===== src/source/fc_pkg.sv =====
package fc_pkg;

  //==============================
  // Geometry
  //==============================

  // Bytes per chunk on every read port
  localparam int LANES = 32;
  // Byte address into shared memory
  localparam int ADDR_WIDTH = 19;

  //==============================
  // Value types
  //==============================

  // One signed operand
  typedef logic signed [7:0] byte_t;
  typedef logic [ADDR_WIDTH-1:0] addr_t;
  // Accumulator, also the written output word
  typedef logic signed [31:0] acc_t;
  // Lane 0 sits in the low byte
  typedef byte_t [LANES-1:0] chunk_t;

  //==============================
  // Memory port bundles
  //==============================

  // Level request, held until the response valid
  typedef struct packed {
    logic  req;
    addr_t addr;
  } rd_req_t;

  // Single-cycle valid with the chunk
  typedef struct packed {
    logic   valid;
    chunk_t data;
  } rd_rsp_t;

  // Held with address and data until ack
  typedef struct packed {
    logic  req;
    addr_t addr;
    acc_t  data;
  } wr_req_t;

  // Layer sequencer states
  typedef enum logic [2:0] {
    IDLE,
    FETCH,
    DRAIN,
    ACT,
    WRITE
  } fc_state_t;

endpackage


===== src/source/fc_control.sv =====
`timescale 1ns/1ps

module fc_control #(
  parameter int ROW_BITS   = 7,
  parameter int CHUNK_BITS = 3
) (
  input  logic                  clk,
  input  logic                  rst_n,
  input  logic                  fc_go,
  input  logic [CHUNK_BITS-1:0] fc_xm,
  input  logic [ROW_BITS-1:0]   fc_yn,
  input  fc_pkg::rd_rsp_t       rd_data_rsp,
  input  fc_pkg::rd_rsp_t       rd_wgt_rsp,
  input  fc_pkg::rd_rsp_t       rd_bias_rsp,
  input  logic                  wr_ack,
  input  logic                  row_ready,
  output logic                  fetch_start,
  output logic                  chunk_taken,
  output logic                  row_next,
  output logic                  run_start,
  output logic                  chunk_valid,
  output logic                  bias_valid,
  output fc_pkg::chunk_t        data_chunk,
  output fc_pkg::chunk_t        wgt_chunk,
  output logic                  rd_data_on,
  output logic                  rd_wgt_on,
  output logic                  rd_bias_on,
  output logic                  wr_on,
  output logic                  fc_busy,
  output logic                  fc_done
);

  fc_pkg::fc_state_t state_q;
  fc_pkg::fc_state_t state_d;

  // Run parameters captured on go
  logic [CHUNK_BITS-1:0] xm_q;
  logic [ROW_BITS-1:0]   yn_q;
  logic [CHUNK_BITS-1:0] chunk_cnt;
  logic [ROW_BITS-1:0]   row_cnt;

  // Responses already seen for the chunk in flight
  logic got_data;
  logic got_wgt;
  logic got_bias;
  logic data_hit;
  logic wgt_hit;
  logic bias_hit;
  logic last_chunk;
  logic last_row;

  // Early arrivals wait here for the slower port
  fc_pkg::chunk_t data_hold;
  fc_pkg::chunk_t wgt_hold;

  //==============================
  // Take logic
  //==============================

  // Response counts only while its request is up
  assign data_hit = rd_data_rsp.valid && rd_data_on;
  assign wgt_hit  = rd_wgt_rsp.valid && rd_wgt_on;
  assign bias_hit = rd_bias_rsp.valid && rd_bias_on;

  assign last_chunk = (chunk_cnt == CHUNK_BITS'(xm_q - 1'b1));
  assign last_row   = (row_cnt == ROW_BITS'(yn_q - 1'b1));

  // Bias is only fetched with a row's first chunk
  assign chunk_taken = (state_q == fc_pkg::FETCH) &&
                       (got_data || data_hit) &&
                       (got_wgt || wgt_hit) &&
                       ((chunk_cnt != '0) || got_bias || bias_hit);

  assign chunk_valid = chunk_taken;
  assign bias_valid  = bias_hit;
  assign run_start   = (state_q == fc_pkg::IDLE) && fc_go;
  assign row_next    = (state_q == fc_pkg::WRITE) && wr_ack;
  assign wr_on       = (state_q == fc_pkg::WRITE);

  // Live bus in its valid cycle or else the held copy
  assign data_chunk = data_hit ? rd_data_rsp.data : data_hold;
  assign wgt_chunk  = wgt_hit ? rd_wgt_rsp.data : wgt_hold;

  always_ff @(posedge clk)
  begin
    if (data_hit)
      data_hold <= rd_data_rsp.data;
    if (wgt_hit)
      wgt_hold <= rd_wgt_rsp.data;
  end

  //==============================
  // State machine
  //==============================

  always_comb
  begin
    state_d = state_q;
    case (state_q)
      fc_pkg::IDLE:
        if (fc_go)
          state_d = fc_pkg::FETCH;
      fc_pkg::FETCH:
        if (chunk_taken && last_chunk)
          state_d = fc_pkg::DRAIN;
      // Pipeline still holds up to two chunks here
      fc_pkg::DRAIN:
        if (row_ready)
          state_d = fc_pkg::ACT;
      fc_pkg::ACT:
        state_d = fc_pkg::WRITE;
      fc_pkg::WRITE:
        if (wr_ack)
          state_d = last_row ? fc_pkg::IDLE : fc_pkg::FETCH;
      default:
        state_d = fc_pkg::IDLE;
    endcase
  end

  always_ff @(posedge clk or negedge rst_n)
  begin
    if (!rst_n)
    begin
      state_q     <= fc_pkg::IDLE;
      xm_q        <= '0;
      yn_q        <= '0;
      chunk_cnt   <= '0;
      row_cnt     <= '0;
      fetch_start <= 1'b0;
      rd_data_on  <= 1'b0;
      rd_wgt_on   <= 1'b0;
      rd_bias_on  <= 1'b0;
      got_data    <= 1'b0;
      got_wgt     <= 1'b0;
      got_bias    <= 1'b0;
      fc_busy     <= 1'b0;
      fc_done     <= 1'b0;
    end
    else
    begin
      state_q <= state_d;
      // Next fetch one cycle after go, a take or a write ack
      fetch_start <= run_start || (chunk_taken && !last_chunk) ||
                     (row_next && !last_row);
      if (run_start)
      begin
        xm_q <= fc_xm;
        yn_q <= fc_yn;
      end

      // Request levels rise on fetch and fall after their response
      if (fetch_start)
        rd_data_on <= 1'b1;
      else if (data_hit)
        rd_data_on <= 1'b0;
      if (fetch_start)
        rd_wgt_on <= 1'b1;
      else if (wgt_hit)
        rd_wgt_on <= 1'b0;
      if (fetch_start && (chunk_cnt == '0))
        rd_bias_on <= 1'b1;
      else if (bias_hit)
        rd_bias_on <= 1'b0;

      // Arrival flags clear when the chunk moves on
      got_data <= !chunk_taken && (got_data || data_hit);
      got_wgt  <= !chunk_taken && (got_wgt || wgt_hit);
      got_bias <= !chunk_taken && (got_bias || bias_hit);

      if (run_start)
        chunk_cnt <= '0;
      else if (chunk_taken)
        chunk_cnt <= last_chunk ? '0 : chunk_cnt + 1'b1;
      if (run_start)
        row_cnt <= '0;
      else if (row_next && !last_row)
        row_cnt <= row_cnt + 1'b1;

      // Busy drops on the same edge that done rises
      if (run_start)
        fc_busy <= 1'b1;
      else if (row_next && last_row)
        fc_busy <= 1'b0;
      fc_done <= row_next && last_row;
    end
  end

  //==============================
  // Checks
  //==============================

  // A response must land on a request that is still up
  a_data_held: assert property (@(posedge clk) disable iff (!rst_n)
    rd_data_rsp.valid |-> rd_data_on);
  a_wgt_held: assert property (@(posedge clk) disable iff (!rst_n)
    rd_wgt_rsp.valid |-> rd_wgt_on);
  a_bias_held: assert property (@(posedge clk) disable iff (!rst_n)
    rd_bias_rsp.valid |-> rd_bias_on);
  a_wr_held: assert property (@(posedge clk) disable iff (!rst_n)
    wr_ack |-> wr_on);

endmodule


===== config.mk =====
export PLATFORM = sky130hd
export DESIGN_NAME = fc_control
export DESIGN_NICKNAME = d
export VERILOG_FILES = /design/src/source/fc_pkg.sv /design/src/source/fc_control.sv
export SDC_FILE = /design/constraint.sdc
export NUM_CORES = 1
export LEC_CHECK = 0
export ABC_AREA = 1
export BUFFER_PORTS_ARGS = -buffer_cell sky130_fd_sc_hd__buf_2
export CORE_AREA = 2 2 517 519
export CTS_BUF_LIST = sky130_fd_sc_hd__clkbuf_16
export CTS_CLUSTER_SIZE = 14
export DETAILED_ROUTE_END_ITERATION = 16
export DIE_AREA = 0 0 519 521
export GPL_TIMING_DRIVEN = 0
export HOLD_SLACK_MARGIN = 0.12
export PLACE_DENSITY = 0.3
export SKIP_LAST_GASP = 1
export SLEW_MARGIN = 30
export SYNTH_ARGS = -nofsm -noshare
export SYNTH_HDL_FRONTEND = slang
export SYNTH_SLANG_ARGS = --single-unit

===== constraint.sdc =====
create_clock -name clk -period 1.9 [get_ports clk]
set_input_delay 0.38 -clock clk [delete_from_list [all_inputs] [get_ports clk]]
set_output_delay 0.38 -clock clk [all_outputs]
set_load 0.01 [all_outputs]

After elaboration in Yosys (flattened, before gate mapping)
Index checks and enable logic that the tools add are counted.
{"block": "word_totals", "input_bits": 786, "reg_bits": 544, "elab_cells": 149, "out_inout_bits": 524}
{"block": "classes", "add_sub_neg": 4, "n_mux": 21, "reduce_logical": 36, "eq_ne": 10}
{"cell": "256-bit two-way mux", "count": 2}
{"cell": "3-bit two-way mux", "count": 7}
{"cell": "1-bit logical AND", "count": 16}
{"cell": "3-bit case mux with 5 select lines", "count": 1}
{"cell": "7-bit two-way mux", "count": 2}
{"cell": "2-bit nonzero test", "count": 6}
{"cell": "1-bit two-way mux", "count": 9}
{"cell": "7-bit by 1-bit adder with 7-bit output, second input constant", "count": 1}
{"cell": "7-bit == test", "count": 1}
{"cell": "1-bit logical OR", "count": 7}
{"cell": "7-bit by 1-bit subtractor with 7-bit output, second input constant", "count": 1}
{"cell": "3-bit by 2-bit == test with 1-bit output, second input constant", "count": 2}
{"cell": "3-bit logical NOT", "count": 2}
{"cell": "2-bit != test, second input constant", "count": 3}
{"cell": "4-bit AND reduction", "count": 1}
{"cell": "3-bit by 1-bit adder with 3-bit output, second input constant", "count": 1}
{"cell": "3-bit by 1-bit == test with 1-bit output, second input constant", "count": 1}
{"cell": "3-bit == test", "count": 1}
{"cell": "3-bit == test, second input constant", "count": 1}
{"cell": "1-bit logical NOT", "count": 3}
{"cell": "3-bit nonzero test", "count": 1}
{"cell": "3-bit by 1-bit subtractor with 3-bit output, second input constant", "count": 1}
{"cell": "2-bit by 1-bit != test with 1-bit output, second input constant", "count": 1}

Depth between registers and ports, before layout
{"block": "depth", "depth_word": 8, "mapped_depth": 14, "mapped_depth_nobuf": 14}

Least setup slack after synthesis
OpenSTA, ideal clock, no wires.
{"block": "synth_path", "kind": "flip-flop to output port", "from": "register rd_data_on", "to": "output data_chunk[105] (netlist bit)", "t_required_ns": 1.520, "path_slack_ns": 0.223, "path_stages_with_launch": 6, "t_arrival_ns": 1.297, "n_path_buf": 2, "cell_sequence": "dfrtp_1 > nand2_1 > clkbuf_1 > buf_1 > nand2_1 > nand2_1"}
{"item": "start: declaration", "line": "fc_control.sv:25", "source": "output logic rd_data_on,"}
{"item": "start signal: assignment", "line": "fc_control.sv:130", "source": "rd_data_on <= 1'b0;"}
{"item": "start signal: assignment", "line": "fc_control.sv:153", "source": "rd_data_on <= 1'b1;"}
{"item": "start signal: assignment", "line": "fc_control.sv:155", "source": "rd_data_on <= 1'b0;"}
{"item": "end: declaration", "line": "fc_control.sv:23", "source": "output fc_pkg::chunk_t data_chunk,"}

==> run metrics <==
outcome=complete, but fails checks; failing checks=negative setup slack; GR Util All Layers=0.112; Worst Clk Skew=0.0184 ns; cell taking the most area after synthesis=dfxtp_1; mapped cell area=18300 sq um; Avg Synthesized Cell Area=7.63 sq um; DRC viols=0; slew margin rel.=0.433; Max Cap Viol=0; CTS tree=yes; leakage=0.0200 uW; remaining antenna violation count=0; Slew @ Worst Pin=0.850 ns; Sink Count=544; core area=264000 sq um; Sw Ratio=0.424; Logic pwr share=0.533; Port Buffers=1053; Vias/cell=2.85; vias in the first global route=22200; Int Pwr=39900 uW; CP max stage cell=dfrtp_2; unrepaired setup endpoints after global routing=yes; total number of vias=22200; Die ar.=270000 sq um; critical path arrival=2.31 ns; initial antenna violation count=111; first-pass GRT wire length=203000 um; post-synth top area share=0.559; die width=519 um; YS warnings=0; worst-path cell chain=nand2_8 > clkinvlp_4 > buf_12 > buf_16 > clkbuf_16 > buf_12 > nand2_2 > nand2_2 > buf_2; Final Hold Fails=0; Pwr Density=1690 nW/um^2; worst-path maximum fanout=5; final WL=163000 um; Die Height=521 um; CTS Buffer Depth=3; crit path time final=2.69 ns; Synth Instances=2402; Nets=4948; critical path required time=1.52 ns; worst hold path type=input port to flop; WL per Instance=20.9 um; Place WS=-2.03 ns; H-Tree Depth=3; num rows=189; Worst Setup Slack, final=-0.793 ns; setup violators final=522; post-synth cell types=32; setup_tns=-337.98 ns; largest stage delay on the critical path=0.44 ns; synthesis-to-layout area growth=124%; Pre-antenna DRT Iters=5; GP Congestion=0.865; sw power=29400 uW; Ports=1310; dpl hpwl=136000 um; Starting Density=0.0693; Tcrit/Tclk final=1.42; Post-Syn Nets=3193; share of post-route cells with drive strength above 1=0.405; Max VDD drop=0.863 mV; Max Fclk=371 MHz; clock share of power=0.198; sequential area share after synthesis=0.603; most common cell after layout, fill and taps aside=nand2_1; worst setup path class=flop to primary output; CTS Buf Count=75; most frequent cells in the layout=1293 x nand2_1, 850 x buf_2, 533 x dlygate4sd3_1, 512 x dfxtp_1, 172 x buf_6; startpoint types=flop; clock root buffer=clkbuf_16; Overflow after GRT=0; synth top area cells=dfxtp_1 56%, nand2_1 33%, dfrtp_1 4.4%; drt initial violations=871; Crit. End Element=primary output; Reg clk slew, reported paths=0.05 ns; Reg power frac=0.269; #FFs+latches synth=544; pin count of the biggest net entering global routing=33; Worst-Skew Late Latency=0.68 ns; Slew Viols, Final=0
## cells by family (layout without fill, tap and decap cells)
group                      Yosys count  in the layout  synth area share
other                                0             47                 0
adders and majority gates            5              5           0.00341
DFF                                544            544             0.603
AOI/OAI and AO/OA                   24             24           0.00778
and+or+nand+nor                   1663           1663             0.345
buffers and inverters              155           1967            0.0355
xor gates and xnor gates            11             11           0.00526
## cell usage after synthesis, drive strengths merged
cell and n:
a21boi 1, nand3 15, o21ai 13, nand3b 2, nand2 1613, buf 57, o31ai 1, o2bb2ai 1
xnor2 1, clkbuf 60, nor2 23, dfrtp 32, ha 5, xor2 10, inv 38, dfxtp 512
o22ai 2, o21a 1, o211a 1, nand4 6, nor3 4, a21oi 4
## power groups by stage
stage                     clock [uW]  combinational, uW  sequential [uW]
after floorplan                    0              11900            18400
after global placement             0              28000            18700
after detailed placement           0              27900            18700
after CTS                      14400              32500            18600
after global routing           14800              40500            19200
final                          13700              36900            18600
## metal layers
layer	part of all wire	GRT usage	vias up
li1	-	-	10900
met1	0.39	0.128	10100
met2	0.45	0.183	1107
met3	0.13	0.0615	177
met4	0.021	0.0241	38
met5	0.0014	0	-
## worst paths after layout
path | to | startpoint | depth (start not counted) | slack [ns]
setup / recovery | data_chunk[209] | rd_data_on | 9 | -0.79
hold / removal | data_hold[4] | rd_data_rsp[4] | 3 | 0.07
setup reg to reg | yn_q[1] | state_q[2] | 6 | -0.02
hold reg to reg | data_hold[225] | data_hold[225] | 2 | 0.44
max in group asynchronous | rd_data_on | rst_n | 2 | 0.94
min in group asynchronous | xm_q[0] | rst_n | 2 | 0.35
## worst max-delay path: cells and delay by family, from the launching register on
| family | cells | cell delay, ns |
|---|---|---|
| simple gates | 3 | 0.23 |
| buf+inv | 6 | 0.93 |
| flops | 1 | 0.44 |
## cell type report
| type | instances | area [sq um] |
|---|---|---|
| plain buffers | 114 | 1340 |
| multi-input cells | 1703 | 8300 |
| well taps | 3533 | 4420 |
| clock buffers | 78 | 1950 |
| repair buffers | 1681 | 13400 |
| fillers | 30300 | 223000 |
| clock inverters | 56 | 373 |
| flip-flops and latches | 544 | 11100 |
| inverters | 38 | 159 |
| diodes | 47 | 118 |
## repair_timing
item	in CTS	in global routing
resized for setup	478	784
setup endpoints to repair	1026	541
pin swaps	10	63
hold buffers	532	1
hold endpoints to repair	568	3
buffers inserted	19	45
cloned	11	19
## flip-flops by register name (all words and copies together) (netlist names), 3 cells and up
name,count
xm_q,3
state_q,3
wgt_hold,256
row_cnt,7
chunk_cnt,3
yn_q,7
data_hold,256
## metrics by stage
stage	cells	utilization	power [uW]	area [sq um]	hold WS [ns]
3_5_place_dp	6989	0.106	46700	28100	0.432
3_3_place_gp	6988	0.106	46700	28000	0.429
4_1_cts	7685	0.142	65400	37700	-0.0466
2_1_floorplan	2402	-	30300	18300	0.0844
5_1_grt	7758	0.155	74400	41000	0.0682
6_report	7794	0.155	69300	41100	0.0700
Power figures use the tool's default switching activity.
