<file path="src/source/fc_pkg.sv">
package fc_pkg;

  //==============================
  // Geometry
  //==============================

  // Bytes per chunk on every read port
  localparam int LANES = 32;
  // Byte address into shared memory
  localparam int ADDR_WIDTH = 19;

  //==============================
  // Value types
  //==============================

  // One signed operand
  typedef logic signed [7:0] byte_t;
  typedef logic [ADDR_WIDTH-1:0] addr_t;
  // Accumulator, also the written output word
  typedef logic signed [31:0] acc_t;
  // Lane 0 sits in the low byte
  typedef byte_t [LANES-1:0] chunk_t;

  //==============================
  // Memory port bundles
  //==============================

  // Level request, held until the response valid
  typedef struct packed {
    logic  req;
    addr_t addr;
  } rd_req_t;

  // Single-cycle valid with the chunk
  typedef struct packed {
    logic   valid;
    chunk_t data;
  } rd_rsp_t;

  // Held with address and data until ack
  typedef struct packed {
    logic  req;
    addr_t addr;
    acc_t  data;
  } wr_req_t;

  // Layer sequencer states
  typedef enum logic [2:0] {
    IDLE,
    FETCH,
    DRAIN,
    ACT,
    WRITE
  } fc_state_t;

endpackage

</file>
<file path="src/source/row_accumulator.sv">
`timescale 1ns/1ps

module row_accumulator #(
  parameter int CHUNK_BITS = 3
) (
  input  logic                  clk,
  input  logic                  rst_n,
  input  logic                  dp_valid,
  input  fc_pkg::acc_t          dp_sum,
  input  logic                  bias_valid,
  input  fc_pkg::byte_t         bias,
  input  logic [CHUNK_BITS-1:0] fc_xm,
  input  logic                  row_next,
  output logic                  row_ready,
  output fc_pkg::acc_t          row_result
);

  fc_pkg::byte_t         bias_q;
  fc_pkg::acc_t          acc_q;
  logic [CHUNK_BITS-1:0] cnt_q;
  logic                  last_c;
  fc_pkg::acc_t          total_c;

  // Bias arrives once per row, ahead of the first chunk
  always_ff @(posedge clk)
  begin
    if (bias_valid)
      bias_q <= bias;
  end

  assign last_c  = (cnt_q == CHUNK_BITS'(fc_xm - 1'b1));
  // Full row value, bias sign extended
  assign total_c = acc_q + dp_sum + fc_pkg::acc_t'(bias_q);

  always_ff @(posedge clk or negedge rst_n)
  begin
    if (!rst_n)
    begin
      acc_q      <= '0;
      cnt_q      <= '0;
      row_ready  <= 1'b0;
      row_result <= '0;
    end
    else if (row_next)
    begin
      acc_q     <= '0;
      cnt_q     <= '0;
      row_ready <= 1'b0;
    end
    else if (dp_valid)
    begin
      if (last_c)
      begin
        row_ready  <= 1'b1;
        // Step activation, zero or below is written as zero
        row_result <= (total_c > 0) ? total_c : '0;
      end
      else
      begin
        acc_q <= acc_q + dp_sum;
        cnt_q <= cnt_q + 1'b1;
      end
    end
  end

  // Next row's chunks only after the write is acked
  a_no_late_chunk: assert property (@(posedge clk) disable iff (!rst_n)
    row_ready && !row_next |-> !dp_valid);

endmodule

</file>
<file path="config.mk">
export PLATFORM = sky130hd
export DESIGN_NAME = row_accumulator
export DESIGN_NICKNAME = d
export VERILOG_FILES = /design/src/source/fc_pkg.sv /design/src/source/row_accumulator.sv
export SDC_FILE = /design/constraint.sdc
export NUM_CORES = 1
export LEC_CHECK = 0
export BUFFER_PORTS_ARGS = -buffer_cell sky130_fd_sc_hd__buf_2
export CORE_MARGIN = 2
export CORE_UTILIZATION = 50
export CTS_CLUSTER_DIAMETER = 40
export DETAILED_ROUTE_END_ITERATION = 10
export PLACE_DENSITY_LB_ADDON = 0.1
export SYNTH_ARGS = -nofsm -noshare
export SYNTH_HDL_FRONTEND = slang
export SYNTH_SLANG_ARGS = --single-unit
</file>
<file path="constraint.sdc">
create_clock -name clk -period 5.8 [get_ports clk]
set_input_delay 0.29 -clock clk [delete_from_list [all_inputs] [get_ports clk]]
set_output_delay 0.29 -clock clk [all_outputs]
set_load 0.02 [all_outputs]
</file>
# Yosys cells after proc, flatten, opt, wreduce, memory -nomap -nowiden
# Index checks and enable logic that the tools add are counted.
[classes]
add_sub_neg = 4
magnitude_cmp = 1
n_eq_ne = 2
muxes = 10
n_bitwise = 1
reduce_logical = 5
[op_table]
columns = ["operator", "n"]
rows = [
  ["32-bit two-way mux", 4],
  ["32-bit adder", 1],
  ["32-bit by 8-bit adder with 32-bit output", 1],
  ["32-bit by 1-bit > comparator with 1-bit output (second input constant)", 1],
  ["3-bit two-way mux", 3],
  ["2-bit AND reduction", 2],
  ["2-bit nonzero test", 2],
  ["3-bit by 1-bit adder with 3-bit output (second input constant)", 1],
  ["3-bit equality test", 1],
  ["1-bit two-way mux", 3],
  ["3-bit AND reduction", 1],
  ["3-bit by 1-bit subtractor with 3-bit output (second input constant)", 1],
  ["2-bit != test (second input constant)", 1],
  ["1-bit NOT", 1],
]
[word_totals]
ff_bits = 76
input_bits = 48
output_inout_bits = 33
wordCells = 28

# Logic depth before layout (Yosys ltp)
# Gate-level depths: netlist (run 1).
[logic_depth]
depth_word = 5
mapped_depth = 25
ltp_nobuf = 24

# Worst setup path before layout (run 1)
# Ideal clock, no wire load.
[synth_path]
path_kind = "reg2reg"
from = "register acc_q[0]"
to = "register row_result[10]"
setup_ps = 145
t_arrival_ps = 4272
required_ps = 5655
slack_ps = 1383
stages_incl_launch_ff = 25
period_less_slack_ps = 4417
cell_sequence = "dfrtp_1 ha_1 inv_1 fa_1 nor2b_1 o21ai_1 a21boi_1 o31ai_1 a21boi_1 o21ai_1 nand2_1 a221oi_1 xnor2_1 ha_1 clkbuf_1 o21a_1 o21a_1 o21ai_0 a31oi_1 nor2_1 nor4_1 a211oi_1 xnor2_1 buf_2 o31ai_2"
[synth_between]
elab_chain_len = 4
[synth_rtl]
columns = ["element", "line", "rtl"]
rows = [
  ["start, declared", "row_accumulator.sv:19", "fc_pkg::acc_t acc_q;"],
  ["start signal, assigned", "row_accumulator.sv:60", "acc_q <= acc_q + dp_sum;"],
  ["32-bit adder *", "row_accumulator.sv:33", "assign total_c = acc_q + dp_sum + fc_pkg::acc_t'(bias_q);"],
  ["32-bit by 8-bit adder with 32-bit output *", "row_accumulator.sv:33", ""],
  ["32-bit by 1-bit > comparator with 1-bit output", "row_accumulator.sv:56", "row_result <= (total_c > 0) ? total_c : '0;"],
  ["32-bit two-way mux *", "row_accumulator.sv:56", ""],
  ["end signal, assigned", "row_accumulator.sv:56", ""],
  ["end, declared", "row_accumulator.sv:15", "output fc_pkg::acc_t row_result"],
]
# Every way passes the cells marked *; elsewhere a longest branch is shown, timed or not.
# A chain may end at the register's enable or synchronous reset.

# Worst setup path after layout (run 1)
[layout_path]
from = "register acc_q[1]"
to = "register row_result[6]"
# Same word-level chain as after synthesis.

==> flow_summary.toml, run 1 <==
[clocking]
clkTransAtPathRegs_ns = 0.06
clk_path_buf_depth = 2
cts_tree = "yes"
clk_latency_ns = 0.35
ctsHtreeMaxLevel = 3
cts_sinks = 76
root_buffer = "clkbuf_16"
ctsHoldBuffers = 0
numCtsBuffers = 9

[global_routing]
grt_pass1_vias = 5111
grt_start_max_net_pins = 69
grt_pass1_wl_um = 24640
grt_overflow = 0
grt_usage_pct = 23.91
antenna_found_initial = 0

[floorplan]
die_w_um = 114.2
coreArea_mm2 = 0.01191
die_area_mm2 = 0.01304
io_pins = 81
die_h_um = 114.2
rows = 40
initial_core_util_pct = 50.97

[worst_hold_path]
hp-class = "input pin to register"

[sta]
slew_viol_final = 0
finalHoldViolCount = 0
min_period_ns = 5.264
slew_headroom_pct = 38.04
worst_pin_slew_ns = 0.9294
fin_setup_tns_ns = 0
clock_skew_ns = 0.008407
finalCritPeriodShare_pct = 90.76
fmax_ghz = 0.1900
setup_viol_count_final = 0
rsz0062_at_grt = "false"

[worst_setup_path]
cp_max_fo = 12
worst_setup_path_start_kind = "register"
worstSetupPathType = "register to register"
arrival_ns = 5.52
slowest_delay_ns = 0.51
end_kind = "register"
path_buf_inv = 2
cpMostUsedCell = "o21ai_0"
path_cells = "ha_1, a211oi_1, o21ai_0, and2_1, o21ai_0, a21oi_1, o21ai_0, nand2b_1, a21oi_1, xnor2_1, ha_1, nand2_1, nor4bb_1, o31ai_1, a31oi_1, nor2_1, nor4_1, a211oi_1, xnor2_2, buf_4, buf_12, o31ai_2"
crit_required_ns = 6.05
crit_path_top_delay_cell = "nor4bb_1"
crit_family = "compound AO/OA/AOI/OAI gates"

[run]
cap_viol_max_count = 0

[yosys]
synth.top_cell.area_share_pct = 28.03
avgSynthCellArea_um2 = 9.212
synth-seq-cells = 76
yosysUniqueCellTypes = 49
synth.area.top_cells = "dfrtp_1 28%, ha_1 13%, xnor2_1 6.9%"
synth_flop_cell = "dfrtp_1"
synthCells = 659
ys_seq_area_share_pct = 31.99
synth_nets = 774
async_flop_share_pct = 89.47
ys.warnings.count = 0
yosysTopAreaCell = "dfrtp_1"
netlist_area_mm2 = 0.006071
synth_edf_count = 8

[cells_and_area]
drive_gt1_share_pct = 19.03
syn2layout_area_growth_pct = 15.48
final_common_cell = "buf_2"
nNetsFinal = 851
fill_cells = 1085
antenna_cells = 0
layout_common_cells = "80 x buf_2, 68 x nand2_1, 68 x dfrtp_1"

[drt]
drtPass1Iterations = 5
num_vias = 5154
ant_nets = 0
first_iter_violations = 226
vias_per_cell = 5.804
drt-wirelength-per-cell_um = 16.51
routed_wl_um = 14670
drc = 0

[run_status]
outcome = "finished, final reports clean"

[place]
numPortBuffers = 80
gp_congestion = 0.8497
dp_hpwl_um = 10670
## final timing paths
check,from,end,slack [ns],cells past startpoint
max in group asynchronous,rst_n,acc_q[4],5.04,2
setup / recovery,acc_q[1],row_result[6],0.54,22
setup reg to reg,acc_q[1],row_result[6],0.54,22
min in group asynchronous,rst_n,row_result[17],0.16,2
hold / removal,bias[4],bias_q[4],0.12,1
hold reg to reg,row_result[15],row_result[15],0.48,2
## metrics by stage
| step | instance area (µm²) | hold WS, ns | cells | util [%] | setup slack (ns) |
|---|---|---|---|---|---|
| 2_1_floorplan | 6071 | -0.005591 | 659 | - | 1.383 |
| 4_1_cts | 6973 | 0.1067 | 883 | 58.54 | 0.2943 |
| 3_5_place_dp | 6633 | 0.4681 | 867 | 55.68 | 0.3113 |
| 3_3_place_gp | 6633 | 0.4614 | 867 | 55.68 | 0.5375 |
| 6_report | 7010 | 0.1153 | 888 | 58.86 | 0.5360 |
| 5_1_grt | 7010 | 0.1078 | 888 | 58.86 | 0.07329 |
## cell families after synthesis
kind of cell | count (synthesis) | synth area share, %
muxes | 1 | 0.1649
adders and majority gates | 67 | 14.06
AOI/OAI and AO/OA | 234 | 28.77
and+or+nand+nor | 167 | 12.63
DFF | 76 | 31.99
xor gates and xnor gates | 64 | 9.233
buffers and inverters | 50 | 3.153
## cell type report
type / count / area, µm² / area share (%)
multi-input cells: 533 / 3951 / 56.36
clock inverters: 7 / 115.1 / 1.642
well taps: 147 / 183.9 / 2.624
repair buffers: 92 / 503.0 / 7.175
flip-flops and latches: 76 / 1942 / 27.70
clock buffers: 9 / 225.2 / 3.213
inverters: 24 / 90.09 / 1.285
## worst register-to-register path: cells and delay by family (launching register included)
kind                     cells  cell delay [ns]
AO/OA/AOI/OAI               10             2.04
AND/OR/NAND/NOR              6             1.36
adder cells (fa/ha/maj)      2             0.73
flip-flops                   1             0.40
XOR/XNOR                     2             0.33
buffers and inverters        2             0.32
## layer usage
| metal | part of all wire (%) | GRT usage [%] | vias to the layer above |
|---|---|---|---|
| li1 | - | - | 2586 |
| met1 | 44 | 30.79 | 2411 |
| met2 | 48 | 40.48 | 138 |
| met3 | 5.5 | 4.235 | 19 |
| met4 | 1.7 | 8.537 | 0 |
| met5 | 0 | 0 | - |
## state kept, by name (all words and copies together) (netlist names)
name	count
acc_q	32
row_result	32
bias_q	8
cnt_q	3
row_ready	1
## synth_stat cells (7+ instances only)
| master | number |
|---|---|
| nand2_1 | 69 |
| o21ai_1 | 8 |
| a211oi_1 | 7 |
| a21oi_1 | 41 |
| inv_1 | 24 |
| xnor2_1 | 48 |
| nand2b_1 | 13 |
| dfrtp_1 | 68 |
| nand3_1 | 8 |
| o31ai_2 | 27 |
| nor2_1 | 43 |
| clkbuf_1 | 23 |
| o31ai_1 | 10 |
| a22o_1 | 24 |
| a21o_1 | 36 |
| o21bai_1 | 8 |
| o21ai_0 | 35 |
| ha_1 | 65 |
| edfxtp_1 | 8 |
| xor2_1 | 16 |
| a31oi_1 | 7 |
## timing repair
item	in CTS	in global routing
setup buffers	0	5
resized for setup	0	0
setup endpoints to repair	0	24
endpoints found under the hold margin	0	0
Power of run 1 is not shown: default switching activity piles up to over one toggle a cycle in this logic, so the estimate is an artifact.
==> run 2, diff against run 1 <==
- clock period: 5.8 -> 4.63 ns (I/O delays scaled with it)
==> run 2 against run 1 <==
Effect of this change:
- the run now ends with setup timing left
- setup slack got worse by 0.56 ns
- worst hold slack worse by 0.071 ns
- design area is 17% higher
- non-clock buffer count rose by 86
- routed wire length grew 16%
- final cell count increased by 9.7%
- sequential share of layout area is 4.0 points lower
- sequential cell count unchanged
- via count is 10% higher
- critical endpoint is now row_result[27]
- largest cell class unchanged
- highest routed layer unchanged
==> flow_summary.toml, run 2 (same netlist as run 1, synthesis figures left out) <==
[cells_and_area]
layout_common_cells = "89 x buf_4, 80 x buf_2, 68 x dfrtp_1"
drive_gt1_share_pct = 35.31
fill_cells = 907
fin_area_mm2 = 0.008178
final_common_cell = "buf_4"
antenna_cells = 0
nNetsFinal = 937
top_regs = "acc_q: 32 flops, row_result: 32 flops, bias_q: 8 flops"
syn2layout_area_growth_pct = 34.71

[place]
gp_congestion = 0.8862
numPortBuffers = 80
dpl_cell_area_mm2 = 0.007126
dpl_worst_slack_ns = -0.2957
dp_hpwl_um = 11600

[global_routing]
antenna_found_initial = 0
grt_pass1_vias = 5605
grt_start_max_net_pins = 65
grt_usage_pct = 25.36
grt_overflow = 0
grt_pass1_wl_um = 26220

[drt]
drt-wirelength-per-cell_um = 17.42
num_vias = 5675
first_iter_violations = 227
routed_wl_um = 16970
vias_per_cell = 5.826
ant_nets = 0
drtPass1Iterations = 4
drc = 0

[worst_setup_path]
slowest_delay_ns = 0.39
cp_max_fo = 7
crit_path_top_delay_cell = "dfrtp_1"
arrival_ns = 4.86
path_buf_inv = 2
crit_required_ns = 4.83
end_kind = "register"
worst_setup_path_start_kind = "register"
worstSetupPathType = "register to register"
crit_family = "compound AO/OA/AOI/OAI gates"
path_cells = "ha_4, inv_2, fa_2, nor2b_2, o21ai_2, a21boi_2, o21a_1, nor2_1, o21bai_1, a21oi_1, xnor2_1, ha_1, a21o_1, a21oi_2, nor2_1, o31ai_2, a31oi_1, nor2_2, nor4_4, a211oi_4, xnor2_4, clkbuf_16, o31ai_2"

[worst_hold_path]
hp-class = "input pin to register"

[sta]
worst_hold_slack_ns = 0.04456
rsz0062_at_grt = "true"
clock_skew_ns = 0.007115
setup_ws_ns = -0.02770
worst_pin_slew_ns = 0.8634
min_period_ns = 4.658
fmax_ghz = 0.2147
slew_headroom_pct = 42.44
finalHoldViolCount = 0
slew_viol_final = 0
setup_viol_count_final = 18
finalCritPeriodShare_pct = 100.6

[floorplan]
coreArea_mm2 = 0.01191
io_pins = 81
die_area_mm2 = 0.01304
initial_core_util_pct = 50.97
die_w_um = 114.2
rows = 40
die_h_um = 114.2

[clocking]
cts_sinks = 76
ctsHtreeMaxLevel = 3
cts_tree = "yes"
numCtsBuffers = 9
root_buffer = "clkbuf_16"
clk_latency_ns = 0.36
clk_path_buf_depth = 2
clkTransAtPathRegs_ns = 0.06

[run_status]
violations = "setup timing"
outcome = "complete, but fails checks"

[run]
cap_viol_max_count = 0
run 2: changes by cell type in the layout (fill, tap and decap cells not counted), moves of 5 or more:
| cell | previous run | this run |
|---|---|---|
| buf_4 | 11 | 89 |
| xnor2_1 | 47 | 42 |
| o21ai_2 | 0 | 7 |
| a21oi_1 | 41 | 29 |
| o21ai_0 | 35 | 26 |
| a21oi_2 | 0 | 11 |
| ha_1 | 65 | 59 |
| o31ai_1 | 10 | 5 |
| o31ai_4 | 0 | 7 |
run 2: path summary, 6_finish.rpt:
kind                                   to            from  slack (ns)  depth (start not counted)
min in group asynchronous  row_result[14]           rst_n        0.48                          2
setup / recovery           row_result[27]        acc_q[0]       -0.03                         23
hold reg to reg            row_result[20]  row_result[20]        0.48                          2
setup reg to reg           row_result[27]        acc_q[0]       -0.03                         23
max in group asynchronous       acc_q[23]           rst_n        3.12                          3
hold / removal                  bias_q[5]         bias[5]        0.04                          1
run 2: final cells by class:
| type | count | area (µm²) | share of cell area, % |
|---|---|---|---|
| tap | 147 | 183.9 | 2.249 |
| timing repair buffer | 178 | 1214 | 14.84 |
| inverter | 24 | 90.09 | 1.102 |
| clock inverter | 6 | 63.81 | 0.7803 |
| multi-input combinational | 533 | 4446 | 54.36 |
| sequential | 76 | 1942 | 23.75 |
| clock buffer | 10 | 239.0 | 2.922 |
run 2: stage by stage:
stage / utilization (%) / setup TNS [ns] / std cells
4_1_cts: 64.79 / -0.01246 / 962
3_3_place_gp: 59.82 / -4.519 / 931
5_1_grt: 68.66 / -5.859 / 974
2_1_floorplan: - / 0 / 659
6_report: 68.66 / -0.3300 / 974
3_5_place_dp: 59.82 / -8.026 / 931
run 2: timing repair:
action                                 4_1_cts  5_1_grt
gates cloned                                 0        2
pin swaps                                   28       67
setup endpoints to repair                   31       31
gates resized for setup                     35       66
buffers inserted                            14       12
endpoints found under the hold margin       28        0
hold buffers                                 1        0
run 2: routing by layer:
metal / vias to the layer above / wire length [µm] / global-route usage (%)
li1: 2774 / - / -
met1: 2741 / 7504 / 31.84
met2: 134 / 8436 / 43.77
met3: 26 / 671 / 4.288
met4: 0 / 359 / 9.593
met5: - / 0 / 0
Power of run 2 is left out for the same reason.
==> run 3, diff against run 2 <==
- CORE_ASPECT_RATIO: not set -> 0.75
==> run 3 against run 2 <==
Effect of this change:
- worst hold slack improved by 0.026 ns
- critical path type unchanged
- highest routed layer unchanged
- largest cell class unchanged
- die area about the same
- the run now ends clean
- fmax grew 1.3%
- routed wire length is 6.2% lower
==> flow_summary.toml, run 3 (same netlist as run 1, synthesis figures left out) <==
[run]
cap_viol_max_count = 0

[place]
dpl_cell_area_mm2 = 0.006924
numPortBuffers = 80
gp_congestion = 0.9081
dp_hpwl_um = 11440

[clocking]
clk_latency_ns = 0.34
clkTransAtPathRegs_ns = 0.06
cts_sinks = 76
clk_path_buf_depth = 2
ctsHtreeMaxLevel = 3
numCtsBuffers = 9
cts_tree = "yes"
root_buffer = "clkbuf_16"

[worst_setup_path]
crit_required_ns = 4.87
rr_startpoint = "acc_q[0]"
slowest_delay_ns = 0.40
reg2reg_depth = 23
path_cells = "ha_4, inv_1, fa_2, nor2b_2, o21ai_2, a21boi_2, o31ai_2, a211oi_1, buf_4, o221ai_2, o21ai_2, a211oi_1, xnor2_1, buf_4, ha_1, a21oi_1, nor2b_4, o21ai_1, nand2_1, a211oi_4, xnor2_4, clkbuf_16, o31ai_2"
crit_path_top_delay_cell = "dfrtp_1"
setup.worst_path.end = "row_result[18]"
arrival_ns = 4.84
crit_path_start = "acc_q[0]"
worstSetupPathType = "register to register"
regToRegEndpoint = "row_result[18]"
regToRegSetupSlack_ns = 0.03
worst_setup_path_start_kind = "register"
end_kind = "register"
cp_max_fo = 6

[floorplan]
coreArea_mm2 = 0.01170
rows = 34
die_w_um = 131.2
initial_core_util_pct = 51.89
die_h_um = 99.43
die_area_mm2 = 0.01305
io_pins = 81

[sta]
finalCritPeriodShare_pct = 99.28
setup_viol_count_final = 0
finalHoldViolCount = 0
rsz0062_at_grt = "true"
slew_viol_final = 0
clock_skew_ns = 0.006296
worst_pin_slew_ns = 1.127
min_period_ns = 4.597
slew_headroom_pct = 24.80
fmax_ghz = 0.2175

[drt]
vias_per_cell = 5.639
drtPass1Iterations = 4
drc = 0
first_iter_violations = 248
routed_wl_um = 15920
drt-wirelength-per-cell_um = 16.66
num_vias = 5391
ant_nets = 0

[global_routing]
grt_pass1_vias = 5255
antenna_found_initial = 0
grt_overflow = 0
grt_usage_pct = 24.54
grt_pass1_wl_um = 25900
grt_start_max_net_pins = 69

[worst_hold_path]
hp-class = "input pin to register"

[run_status]
outcome = "finished, final reports clean"

[cells_and_area]
fill_cells = 973
drive_gt1_share_pct = 30.48
fin_area_mm2 = 0.007747
final_common_cell = "buf_2"
nNetsFinal = 904
syn2layout_area_growth_pct = 27.62
postLayoutCoreUtil_pct = 66.22
antenna_cells = 0
top_regs = "acc_q: 32 flops, row_result: 32 flops, bias_q: 8 flops"
layout_common_cells = "80 x buf_2, 68 x dfrtp_1, 66 x nand2_1"
==> run 3: worst min-delay path by stage <==
stage          startpoint         to  slack (ns)  cells after the start
2_1_floorplan       rst_n   acc_q[0]       -0.06                      0
3_3_place_gp      bias[1]  bias_q[1]        0.41                      1
3_5_place_dp      bias[0]  bias_q[0]        0.41                      1
4_1_cts           bias[0]  bias_q[0]        0.06                      1
5_1_grt           bias[3]  bias_q[3]        0.06                      1
6_report          bias[0]  bias_q[0]        0.07                      1
==> run 3: through the flow <==
step / cells / setup slack [ns] / setup TNS, ns / hold WS [ns]
6_report: 956 / 0.03325 / 0 / 0.07050
5_1_grt: 956 / -0.1848 / -4.651 / 0.05890
4_1_cts: 942 / 0.05523 / 0 / 0.05517
3_5_place_dp: 918 / -0.1690 / -4.611 / 0.4109
3_3_place_gp: 918 / -0.1242 / -3.324 / 0.4103
2_1_floorplan: 659 / 0.2131 / 0 / -0.06409
==> run 3: final cells by class <==
| class | instances | area [µm²] | area share [%] |
|---|---|---|---|
| multi-input combinational | 533 | 4298 | 55.47 |
| sequential | 76 | 1942 | 25.06 |
| timing repair buffer | 145 | 943.4 | 12.18 |
| clock buffer | 11 | 232.7 | 3.004 |
| tap | 162 | 202.7 | 2.616 |
| inverter | 24 | 92.59 | 1.195 |
| clock inverter | 5 | 36.28 | 0.4683 |
==> run 3: routing by layer <==
metal | track usage, % | up-vias | routed length (µm) | part of all wire [%]
li1 | - | 2699 | - | -
met3 | 3.976 | 14 | 665 | 4.2
met2 | 37.57 | 120 | 6786 | 43
met1 | 36.36 | 2558 | 8324 | 52
met4 | 6.271 | 0 | 147 | 0.92
met5 | 0 | - | 0 | 0
==> run 3: critical path, delay by kind of cell (launching register included) <==
| kind | cells | cell delay, ns |
|---|---|---|
| compound gates | 11 | 2.26 |
| simple gates | 3 | 0.22 |
| xor+xnor | 2 | 0.32 |
| fa+ha+maj | 3 | 0.70 |
| flops | 1 | 0.40 |
| buf+inv | 4 | 0.61 |
==> run 3: timing repair <==
item,in CTS,in global routing
pin swaps,17,25
setup buffers,7,13
cloned,1,2
hold buffers,0,0
endpoints found under the setup margin,31,31
resized for setup,19,51
Power of run 3 is left out for the same reason.
