File: src/source/fc_pkg.sv
package fc_pkg;

  //==============================
  // Geometry
  //==============================

  // Bytes per chunk on every read port
  localparam int LANES = 32;
  // Byte address into shared memory
  localparam int ADDR_WIDTH = 19;

  //==============================
  // Value types
  //==============================

  // One signed operand
  typedef logic signed [7:0] byte_t;
  typedef logic [ADDR_WIDTH-1:0] addr_t;
  // Accumulator, also the written output word
  typedef logic signed [31:0] acc_t;
  // Lane 0 sits in the low byte
  typedef byte_t [LANES-1:0] chunk_t;

  //==============================
  // Memory port bundles
  //==============================

  // Level request, held until the response valid
  typedef struct packed {
    logic  req;
    addr_t addr;
  } rd_req_t;

  // Single-cycle valid with the chunk
  typedef struct packed {
    logic   valid;
    chunk_t data;
  } rd_rsp_t;

  // Held with address and data until ack
  typedef struct packed {
    logic  req;
    addr_t addr;
    acc_t  data;
  } wr_req_t;

  // Layer sequencer states
  typedef enum logic [2:0] {
    IDLE,
    FETCH,
    DRAIN,
    ACT,
    WRITE
  } fc_state_t;

endpackage

File: src/source/fc_addr_gen.sv
`timescale 1ns/1ps

module fc_addr_gen (
  input  logic            clk,
  input  logic            rst_n,
  input  fc_pkg::addr_t   fc_addrx,
  input  fc_pkg::addr_t   fc_addry,
  input  fc_pkg::addr_t   fc_addrb,
  input  fc_pkg::addr_t   fc_addrz,
  input  logic            fetch_start,
  input  logic            chunk_taken,
  input  logic            row_next,
  input  logic            run_start,
  input  logic            rd_data_on,
  input  logic            rd_wgt_on,
  input  logic            rd_bias_on,
  input  logic            wr_on,
  input  fc_pkg::acc_t    row_result,
  output fc_pkg::rd_req_t rd_data_req,
  output fc_pkg::rd_req_t rd_wgt_req,
  output fc_pkg::rd_req_t rd_bias_req,
  output fc_pkg::wr_req_t wr_req
);

  // Running pointers
  fc_pkg::addr_t data_ptr;
  fc_pkg::addr_t wgt_ptr;
  fc_pkg::addr_t bias_ptr;
  fc_pkg::addr_t out_ptr;
  // Snapshot per fetch keeps a held request's address
  fc_pkg::addr_t data_addr_q;
  fc_pkg::addr_t wgt_addr_q;
  fc_pkg::addr_t bias_addr_q;

  always_ff @(posedge clk or negedge rst_n)
  begin
    if (!rst_n)
    begin
      data_ptr <= '0;
      wgt_ptr  <= '0;
      bias_ptr <= '0;
      out_ptr  <= '0;
    end
    else if (run_start)
    begin
      data_ptr <= fc_addrx;
      wgt_ptr  <= fc_addry;
      bias_ptr <= fc_addrb;
      out_ptr  <= fc_addrz;
    end
    else if (row_next)
    begin
      // Vector restarts while the matrix keeps running
      data_ptr <= fc_addrx;
      bias_ptr <= bias_ptr + fc_pkg::addr_t'(1);
      out_ptr  <= out_ptr + fc_pkg::addr_t'(4);
    end
    else if (chunk_taken)
    begin
      data_ptr <= data_ptr + fc_pkg::addr_t'(fc_pkg::LANES);
      wgt_ptr  <= wgt_ptr + fc_pkg::addr_t'(fc_pkg::LANES);
    end
  end

  always_ff @(posedge clk)
  begin
    if (fetch_start)
    begin
      data_addr_q <= data_ptr;
      wgt_addr_q  <= wgt_ptr;
      bias_addr_q <= bias_ptr;
    end
  end

  assign rd_data_req.req  = rd_data_on;
  assign rd_data_req.addr = data_addr_q;
  assign rd_wgt_req.req   = rd_wgt_on;
  assign rd_wgt_req.addr  = wgt_addr_q;
  assign rd_bias_req.req  = rd_bias_on;
  assign rd_bias_req.addr = bias_addr_q;
  // Result stays put until row_next like the request
  assign wr_req.req  = wr_on;
  assign wr_req.addr = out_ptr;
  assign wr_req.data = row_result;

  // Address must not move under a held request
  a_data_stable: assert property (@(posedge clk) disable iff (!rst_n)
    rd_data_req.req && $past(rd_data_req.req) |-> $stable(rd_data_req.addr));
  a_wgt_stable: assert property (@(posedge clk) disable iff (!rst_n)
    rd_wgt_req.req && $past(rd_wgt_req.req) |-> $stable(rd_wgt_req.addr));
  a_bias_stable: assert property (@(posedge clk) disable iff (!rst_n)
    rd_bias_req.req && $past(rd_bias_req.req) |-> $stable(rd_bias_req.addr));
  a_wr_stable: assert property (@(posedge clk) disable iff (!rst_n)
    wr_req.req && $past(wr_req.req) |-> $stable(wr_req.addr) && $stable(wr_req.data));

endmodule

File: config.mk
export PLATFORM = sky130hd
export DESIGN_NAME = fc_addr_gen
export DESIGN_NICKNAME = d
export VERILOG_FILES = /design/src/source/fc_pkg.sv /design/src/source/fc_addr_gen.sv
export SDC_FILE = /design/constraint.sdc
export NUM_CORES = 1
export LEC_CHECK = 0
export ABC_AREA = 1
export BUFFER_PORTS_ARGS = -buffer_cell sky130_fd_sc_hd__buf_2
export CAP_MARGIN = 10
export CORE_AREA = 2 2 127 153
export CTS_CLUSTER_DIAMETER = 40
export DETAILED_ROUTE_END_ITERATION = 7
export DIE_AREA = 0 0 129 155
export PLACE_DENSITY_LB_ADDON = 0.3
export SLEW_MARGIN = 40
export SYNTH_ARGS = -nofsm -noshare
export SYNTH_HDL_FRONTEND = slang
export SYNTH_SLANG_ARGS = --single-unit
File: constraint.sdc
create_clock -name clk -period 3.9 [get_ports clk]
set_input_delay 0 -clock clk [delete_from_list [all_inputs] [get_ports clk]]
set_output_delay 0 -clock clk [all_outputs]
set_load 0.005 [all_outputs]
# --- Word-level counts from Yosys, hierarchy flattened ---
# Cells that the tools add are included.
totals:
  out_inout_bits: 112
  input_bits: 118
  ff_bits: 133
  word_cells: 26
op_classes:
  reduce_logical: 4
  addsub: 4
  eq_ne: 1
  n_mux: 10
op_table:
  columns: ["operator", "count"]
  rows:
  - ["$mux W19", 10]
  - ["$add A19 B6 Y19 const B", 2]
  - ["$add A19 B1 Y19 const B", 1]
  - ["$add A19 B3 Y19 const B", 1]
  - ["$reduce_bool A2 Y1", 2]
  - ["$reduce_bool A3 Y1", 1]
  - ["$ne A2 B1 Y1 const B", 1]
  - ["$reduce_and A2 Y1", 1]

# --- Logic depth before layout (Yosys ltp) ---
# Gate-level depths: netlist of run 1.
logic_depth:
  depth_word: 4
  depth_mapped: 10

# --- Worst setup path before layout of run 1 ---
# OpenSTA, ideal clock, no wires.
synth_path:
  kind: "register to register"
  start: "register bias_ptr[0]"
  end: "register bias_ptr[12]"
  arrival_time_ns: 1.244
  period_less_slack_ns: 1.365
  path_buffers: 0
  setup_slack_ns: 2.535
  path_stages_with_launch: 9
  cell_sequence: "dfrtp_1 > ha_1 > nand3_2 > nor2_2 > nand2_1 > o21ai_1 > nand2_1 > nand2_1 > nand2_1"
synth_between:
  elab_chain_len: 3
synth_rtl:
  columns: ["item", "line", "text"]
  rows:
  - ["start: declaration", "fc_addr_gen.sv:28", "fc_pkg::addr_t bias_ptr;"]
  - ["start signal: assignment", "fc_addr_gen.sv:48", "bias_ptr <= fc_addrb;"]
  - ["start signal: assignment", "fc_addr_gen.sv:55", "bias_ptr <= bias_ptr + fc_pkg::addr_t'(1);"]
  - ["$add A19 B1 Y19", "fc_addr_gen.sv:55", null]
  - ["$mux W19", "fc_addr_gen.sv:51", "else if (row_next)"]
  - ["$mux W19", "fc_addr_gen.sv:44", "else if (run_start)"]
# No other way between the ends. The select of a mux whose other input is x is not followed.
# A chain may end at the register's enable or synchronous reset.

# --- Worst setup path in the final report of run 1 ---
layout_path:
  start: "input port run_start"
  end: "register data_ptr[6]"
layout_between:
  elab_chain_len: 1
  word_cells_on_any_way: 2
layout_rtl:
  columns: ["item", "line", "text"]
  rows:
  - ["start: declaration", "fc_addr_gen.sv:13", "input logic run_start,"]
  - ["$reduce_bool A3 Y1 (no line) or $mux W19 (tied branches)", null, null]
  - ["end signal: assignment", "fc_addr_gen.sv:46", "data_ptr <= fc_addrx;"]
  - ["end signal: assignment", "fc_addr_gen.sv:54", "data_ptr <= fc_addrx;"]
  - ["end signal: assignment", "fc_addr_gen.sv:60", "data_ptr <= data_ptr + fc_pkg::addr_t'(fc_pkg::LANES);"]
  - ["end: declaration", "fc_addr_gen.sv:26", "fc_pkg::addr_t data_ptr;"]
# Several ways; a longest one is shown, not always the timed one.

==> run metrics, run 1 <==
status finished, final reports clean; Routed WL 17800 um; RR Startpoint bias_ptr[0]; vias in the first global route 5484; Clock Pin Slew Worst Setup and Hold Paths approximately 0.060 ns; clock share of power 44.8%; Max FO, Critical Path 26; share of cells above drive strength 1 23.2%; mean area per synthesized cell 9.14 um^2; minimum clock period 1.74 ns; worst slew pin tran 0.721 ns; DIE WIDTH roughly 130 um; Slew Limit Fails 0; CP required 4.23 ns; largest net degree at the start of global routing 43; Post-CTS Setup Inserts 0; critical path's largest stage delay 0.65 ns; Cells after Synth 716; CP cell instances buf_2, nor2_4, inv_2, nor2_4, inv_1, o21ai_0; r2r endpoint bias_ptr[12]; global route overflow 0; WHS Path Cells 0; io pins between 200 and 250; DRC violations left 0; H-tree depth 4; Total GRT Usage 18.2%; Max-slew headroom 51.8%; multi-input logic area 2360 um^2; Routability Congestion 0.824; DR WL/cell around 15 um; post-route ant nets 0; RSZ-0062 raised after global routing no; Psw 0.000999 W; Placed Cells about 1100; skew final between 0.004 and 0.005 ns; CTS tree done; Pwr Density 462 nW/um^2; Pre-antenna DRT Iters 6; Levels on crit path 6; R2R depth 8; CP endpoint kind flop; FF+latch count, synth 133; Buf/Inv on CP 3; CTS sink cnt roughly 130; Area Growth Syn to Fin 33.2%; WHS Endpoint wr_req[21]; Final Cycle Share 44.6%; via count 5623; cts bufs inserted 17; CTS max path bufs 2; Max-Cap Viols 0; final core occ 46.7%; slowest stage cell on the critical path nor2_4; Max Clock Freq ~570 MHz; fillers roughly 1800; n_diodes 0; Seq/Total Area, Yosys roughly 55%; Max VDD drop 0.280 mV; first-pass GRT wire length approximately 28000 um; DRT iter0 DRCs a little under 300; critical path class in2reg; WP data arrival 2.07 ns; Row Count 55; final setup TNS 0 ns; Chip Height 155 um; Hold Fails Final Rpt 0; Hold Crit Class in2out; Die ar. 20000 um^2; Leak Pwr 3.91 nW; Comb pwr share 12.0%; FF/Latch Area between 3000 and 4000 um^2; clock root buffer clkbuf_16; crit start category input port; Sw Share about 25%; post-synthesis cell area 6550 um^2; Critical Path Most Common Cell nor2_4; Initial Util between 30% and 40%; setup violators final 0; Internal Power 0.00303 W; worst skew pair latency 0.42 ns; reg-to-reg slack, setup 2.26 ns; Synth Net Count around 840; Via density around 4.7; Sequential Power Share 43.1%; Crit path max-delay family simple AND/OR/NAND/NOR gates; core area 18600 um^2; placed wire-length estimate 11700 um; fin cells 1186; Hold WS between 0.000001 and 0.0000015 ns; Synth warnings 0; Total Nets Final between 1000 and 1500; number of port buffers 157; min-delay src row_result[21]; initial antenna violation count 0; Cell variety after synth 33
-- power groups by stage --
| stage | sequential, W | combinational (W) | clock, W |
|---|---|---|---|
| after floorplan | 0.00174 | 0.000260 | 0 |
| after global placement | 0.00176 | 0.000423 | 0 |
| after detailed placement | 0.00176 | 0.000429 | 0 |
| after CTS | 0.00174 | 0.000491 | 0.00183 |
| after global routing | 0.00176 | 0.000549 | 0.00190 |
| final | 0.00174 | 0.000485 | 0.00181 |
-- per-layer routing --
| layer | GRT usage [%] | wire length, um | vias up |
|---|---|---|---|
| li1 | - | - | 2755 |
| met1 | 22.1 | 7690 | 2676 |
| met2 | 31.3 | 8940 | 151 |
| met3 | 3.37 | 764 | 41 |
| met4 | 7.92 | 397 | 0 |
| met5 | 0 | 0 | - |
-- how the worst max path moves through the flow --
stage                 from           end
2_1_floorplan  bias_ptr[0]  bias_ptr[12]
3_3_place_gp     run_start  data_ptr[16]
3_5_place_dp     run_start   data_ptr[6]
4_1_cts          run_start   data_ptr[6]
5_1_grt          run_start   data_ptr[6]
6_report         run_start   data_ptr[6]
-- synthesized netlist by cell type --
cell / number / area share (%)
a211oi_1: 1 / 0.11
a211oi_2: 2 / 0.38
a21oi_1: 15 / 1.1
a22oi_1: 28 / 3.2
a31oi_1: 2 / 0.19
and2_1: 1 / 0.096
buf_2: 8 / 0.61
buf_4: 43 / 4.9
buf_6: 2 / 0.34
clkbuf_1: 3 / 0.17
dfrtp_1: 76 / 29
edfxtp_1: 57 / 26
ha_1: 4 / 0.76
inv_1: 41 / 2.4
inv_2: 6 / 0.34
nand2_1: 227 / 13
nand2_2: 5 / 0.48
nand3_1: 54 / 4.1
nand3_2: 1 / 0.15
nand4_1: 8 / 0.76
nor2_1: 51 / 2.9
nor2_2: 7 / 0.67
nor2_4: 6 / 1.0
nor3_1: 7 / 0.54
o211ai_1: 9 / 1.0
o21ai_0: 20 / 1.5
o21ai_1: 5 / 0.38
o21bai_1: 2 / 0.23
o221ai_1: 2 / 0.27
o22ai_1: 2 / 0.19
o311ai_1: 1 / 0.13
xnor2_1: 7 / 0.94
xor2_1: 13 / 1.7
-- through the flow --
step / worst slack (ns) / total power [W] / instance area (um^2)
6_report: 2.16 / 0.00403 / 8720
3_5_place_dp: 1.76 / 0.00219 / 7290
5_1_grt: 1.96 / 0.00421 / 8720
4_1_cts: 2.19 / 0.00406 / 8720
2_1_floorplan: 2.53 / 0.00200 / 6550
3_3_place_gp: 1.79 / 0.00218 / 7290
-- layout by cell type (no fill, tap or decap), drive strengths merged, types with 13 or more instances in the layout --
cell	n
inv	49
o21ai	25
a21oi	15
xor2	13
nand2	232
dfrtp	76
buf	161
nor2	64
clkbuf	18
a22oi	28
edfxtp	57
dlygate4sd3	77
nand3	55
-- area by class of cell --
cell class | instances | area share [%]
clock inverters | 14 | 2.64
clock buffers | 18 | 4.92
flip-flops and latches | 133 | 41.4
multi-input cells | 480 | 27.1
repair buffers | 238 | 18.2
well taps | 256 | 3.67
inverters | 47 | 2.02
-- kinds of logic (layout without fill, tap and decap cells) --
logic type	Yosys count	after routing	synth area share, %
and+or+nand+nor	367	367	23.8
buffers and inverters	103	317	8.75
DFF	133	133	55.2
xor gates and xnor gates	20	20	2.68
adders and majority gates	4	4	0.765
AOI/OAI and AO/OA	89	89	8.81
-- worst reg2reg max path, stage by stage, from the launching register on --
cell	delay (ns)
dfrtp_1	0.48
ha_1	0.32
nand3_2	0.13
nor2_2	0.17
nand2_1	0.12
o21ai_1	0.13
nand2_1	0.07
nand2_1	0.07
nand2_1	0.06
-- state kept, by name, summed over array words and instances (netlist names) --
signal / flops
wgt_addr_q: 19
data_addr_q: 19
data_ptr: 19
out_ptr: 19
bias_addr_q: 19
wgt_ptr: 19
bias_ptr: 19
-- repair_timing --
item / in CTS / in global routing
hold buffers: 77 / 0
setup endpoints to repair: 0 / 0
gates resized for setup: 0 / 0
endpoints found under the hold margin: 110 / 0
(Power assumes the default switching activity.)
==> inputs of run 2 (changes only) <==
- clock period: 3.9 -> 1.8 ns (I/O delays scaled with it)
==> run 2 against run 1 <==
Against the previous run: first-iteration DRC count increased by 17%; sequential power grew 120%; utilization increased by 0.10 points; sequential share of layout area shrank 0.089 points; register-to-register slack worse by 2.0 ns; wire length is 2.0% lower; non-clock buffer count grew 8; worst setup slack got worse by 1.9 ns; critical path type is now reg2reg; highest routed layer unchanged.
==> run metrics, run 2 (synthesis gave the netlist of run 1 again) <==
status finished, final reports clean; met2 wire length 8710 um; Hold Fails Final Rpt 0; core area about 19000 um^2; CTS tree done; largest net degree at the start of global routing between 40 and 50; critical path class reg2reg; Pwr Density 951 nW/um^2; clock root buffer clkbuf_16; Chip Height 155 um; H-tree depth 4; worst skew pair latency 0.41 ns; DRT met1 WL 7440 um; initial antenna violation count 0; DRC violations left 0; Max-slew headroom 70.5%; CTS resizes 0; met3 WL 854 um; cts bufs inserted 17; Total GRT Usage 18.0%; skew final 0.00871 ns; n_diodes 0; DIE WIDTH 129 um; RSZ-0062 raised after global routing no; CP required 2.10 ns; WHS Endpoint wr_req[1]; minimum clock period 1.56 ns; Total Nets Final 1047; Area Growth Syn to Fin 33.5%; crit start category flop; Initial Util about a third; most frequent cells in the layout 227 x nand2_1, 156 x buf_2, 78 x dlygate4sd3_1; min-delay src row_result[1]; DR WL/cell 14.6 um; vias in the first global route 5524; CTS max path bufs 2; highest routed layer met4; setup violators final 0; CTS sink cnt 133; Max VDD drop around 0.6 mV; placed wire-length estimate 11700 um; CP endpoint kind flop; Hold Crit Class in2out; via count 5641; first-pass GRT wire length 28000 um; Via density 4.72; Max Clock Freq 639 MHz; Routed WL 17400 um; R2R depth 8; WP data arrival 1.86 ns; io pins 230; WHS Path Cells 0; commonest non-fill, non-tap cell in the layout nand2_1; Leak Pwr 3.93 nW; post-route ant nets 0; Max FO, Critical Path 7; DRT iter0 DRCs 338; RR Startpoint bias_ptr[0]; Tot Pwr 0.00831 W; reg-to-reg slack, setup 0.24 ns; Pre-antenna DRT Iters 5; number of port buffers 157; Routability Congestion about 0.83; final setup TNS 0 ns; Hold WS 0.00000200 ns; share of cells above drive strength 1 23.9%; Final Cycle Share 86.9%; r2r endpoint bias_ptr[12]; global route overflow 0; Row Count 55; Die ar. 20000 um^2; final core occ 46.9%; Slew Limit Fails 0; worst slew pin tran 0.442 ns; Clock Pin Slew Worst Setup and Hold Paths 0.06 ns; Max-Cap Viols 0
run 2: cell types whose count changed in the layout (fill, tap and decap cells not counted), sizes merged:
cell | previous run | this run
buf | 161 | 168
bufinv | 6 | 3
clkinvlp | 1 | 3
clkbuf | 18 | 19
dlygate4sd3 | 77 | 78
run 2: repair_timing:
action                                 in CTS  in global routing
setup buffers                               0                  0
hold buffers                               78                  0
endpoints found under the hold margin     152                  0
run 2: final cells by class:
type | instances | area (um^2)
clock buffer | 19 | 433
inverter | 47 | 176
fill | 1767 | 9910
multi-input combinational | 480 | 2360
sequential | 133 | 3610
timing repair buffer | 246 | 1680
clock inverter | 13 | 158
tap | 256 | 320
run 2: metal layers:
layer	GRT usage [%]	vias up
met4	7.82	0
met2	30.3	164
met5	0	-
met1	22.9	2659
li1	-	2775
met3	3.03	43
run 2: per-stage QoR:
stage	instances	worst slack, ns	instance area, um^2
after floorplan	716	0.435	6550
after global placement	1084	0.295	7370
after detailed placement	1084	0.258	7370
after CTS	1194	0.244	8740
after global routing	1194	0.0793	8740
final	1194	0.235	8740
run 2: worst max-delay path by stage:
stage / slack [ns] / end / depth (start not counted) / from
finish: 0.24 / bias_ptr[12] / 8 / bias_ptr[0]
floorplan: 0.43 / bias_ptr[12] / 8 / bias_ptr[0]
CTS: 0.24 / bias_ptr[12] / 8 / bias_ptr[0]
global placement: 0.29 / bias_ptr[12] / 8 / bias_ptr[0]
detailed placement: 0.26 / data_ptr[17] / 8 / data_ptr[5]
global route: 0.08 / bias_ptr[12] / 8 / bias_ptr[0]
run 2: critical path, stage by stage (launching register included):
cell and delay (ns):
dfrtp_1 0.44, ha_1 0.32, nand3_2 0.14, nor2_2 0.16
nand2_1 0.11, o21ai_1 0.13, nand2_1 0.06, nand2_1 0.05
nand2_1 0.04
run 2: power by group:
part	internal [W]	switching (W)	total, W
clock	0.00218	0.00130	0.00348
sequential	0.00349	0.000271	0.00376
combinational	0.000506	0.000565	0.00107
total	0.00617	0.00214	0.00831
==> inputs of run 3 (changes only) <==
- CORE_AREA: 2 2 127 153 -> 2 2 125 151
- DIE_AREA: 0 0 129 155 -> 0 0 127 153
- REMOVE_ABC_BUFFERS: unset -> 1
==> run 3 against run 2 <==
Against the previous run: combinational power about the same; largest cell class unchanged; critical path type unchanged; total power up 0.57%; hold slack about the same; sequential cell count unchanged; wire length up 8.0%; clock power up 1%; critical endpoint is now wgt_ptr[17]; sequential power about the same; sequential share of layout area up 0.077 points; critical path depth unchanged; fmax up 3.6%; first-iteration DRC count down 0.30%.
==> run metrics, run 3 (synthesis gave the netlist of run 1 again) <==
status finished, final reports clean; Post-CTS Setup Inserts 0; DRC violations left 0; most frequent cells in the layout 227 x nand2_1, 156 x buf_2, 78 x dlygate4sd3_1; Total Nets Final 1045; Row Count 54; Max Clock Freq 662 MHz; Clock Pin Slew Worst Setup and Hold Paths 0.06 ns; CP required 2.10 ns; DRT iter0 DRCs 337; worst slew pin tran 0.523 ns; Psw 0.00216 W; Max-slew headroom 65.2%; H-tree depth 4; DIE WIDTH 127 um; CTS sink cnt 133; Pre-antenna DRT Iters 5; DR WL/cell approximately 16 um; vias in the first global route 5771; Crit. Startpoint wgt_ptr[5]; largest net degree at the start of global routing 77; skew final 0.00588 ns; Via density 4.93; Leak Pwr 3.94 nW; R2R depth 8; CP endpoint kind flop; final setup TNS 0 ns; setup violators final 0; core area roughly 18000 um^2; Sequential Power Share 44.9%; Internal Power 0.00619 W; Sw Share 25.9%; io pins 230; Total GRT Usage 19.9%; global route overflow 0; Final Cycle Share 83.9%; via count 5718; Pwr Density approximately 960 nW/um^2; CTS max path bufs 2; initial antenna violation count 1; r2r endpoint wgt_ptr[17]; met1 Use GR roughly a quarter; Hold Crit Class in2out; critical path class reg2reg; placed wire-length estimate 12700 um; first-pass GRT wire length 30000 um; Hold WS 0.00000661 ns; Die ar. a little under 20000 um^2; clock share of power 42.2%; post-route ant nets 0; cts bufs inserted 17; share of cells above drive strength 1 a little under a quarter; Routed WL 18800 um; design area around 8700 um^2; Max VDD drop roughly 0.55 mV; CTS resizes 0; CTS tree done; WP data arrival between 1.5 and 2 ns; reg-to-reg slack, setup 0.29 ns; crit start category flop; clock root buffer clkbuf_16; Slew Limit Fails 0; fillers 1715; Routability Congestion 0.846; met2 usage between 30 and 40%; Max FO, Critical Path 7; commonest non-fill, non-tap cell in the layout nand2_1; Cell Area, Placed 7340 um^2; minimum clock period ~1.5 ns; Hold Fails Final Rpt 0; Comb pwr share 12.9%; Area Growth Syn to Fin 33.2%; Tot Pwr around 0.0084 W; Initial Util 36.4%; GRT busiest layer met2; grt met3 use 7.98%; RR Startpoint wgt_ptr[5]; worst skew pair latency 0.42 ns; CP Capture Point wgt_ptr[17]; RSZ-0062 raised after global routing no; number of port buffers roughly 160; hold_buf cts 78; Max-Cap Viols 0; Chip Height 153 um
## run 3: worst min-delay path by stage
stage,to,from,cells past startpoint
after detailed placement,rd_wgt_req[19],rd_wgt_on,0
after CTS,rd_wgt_req[19],rd_wgt_on,0
final,rd_wgt_req[19],rd_wgt_on,0
after global routing,rd_data_req[19],rd_data_on,0
after global placement,rd_wgt_req[19],rd_wgt_on,0
after floorplan,bias_ptr[0],rst_n,0
## run 3: worst max-delay path, stage by stage (launching register included)
cell and delay, ns:
dfrtp_1 0.39, ha_1 0.18, nand2_1 0.07, inv_1 0.08
nand3_1 0.12, nor2_2 0.25, nand4_1 0.15, nand3_1 0.12
nand2_1 0.05
## run 3: routing by layer
layer,routed length (um),vias up
li1,-,2789
met1,8100,2674
met2,8790,237
met3,1670,16
met4,227,2
met5,42,-
## run 3: power by group through the flow
stage	clock network, W	registers (W)	logic (W)
global placement	0	0.00380	0.000943
CTS	0.00359	0.00375	0.00109
floorplan	0	0.00376	0.000457
global route	0.00373	0.00380	0.00123
detailed placement	0	0.00380	0.000957
finish	0.00352	0.00375	0.00108
## run 3: final cells by class
type | count | area (um^2) | area share [%]
inverters | 47 | 176 | 2.02
clock buffers | 21 | 482 | 5.52
clock inverters | 11 | 120 | 1.38
flip-flops and latches | 133 | 3610 | 41.4
repair buffers | 244 | 1690 | 19.3
well taps | 224 | 280 | 3.21
diodes | 1 | 2.50 | 0.0287
multi-input cells | 480 | 2360 | 27.1
## run 3: stage by stage
stage	worst slack [ns]	instances	utilization [%]
global placement	0.374	1050	40.8
floorplan	0.262	660	-
finish	0.289	1161	48.5
CTS	0.272	1160	48.5
global route	0.139	1161	48.5
detailed placement	0.316	1050	40.8
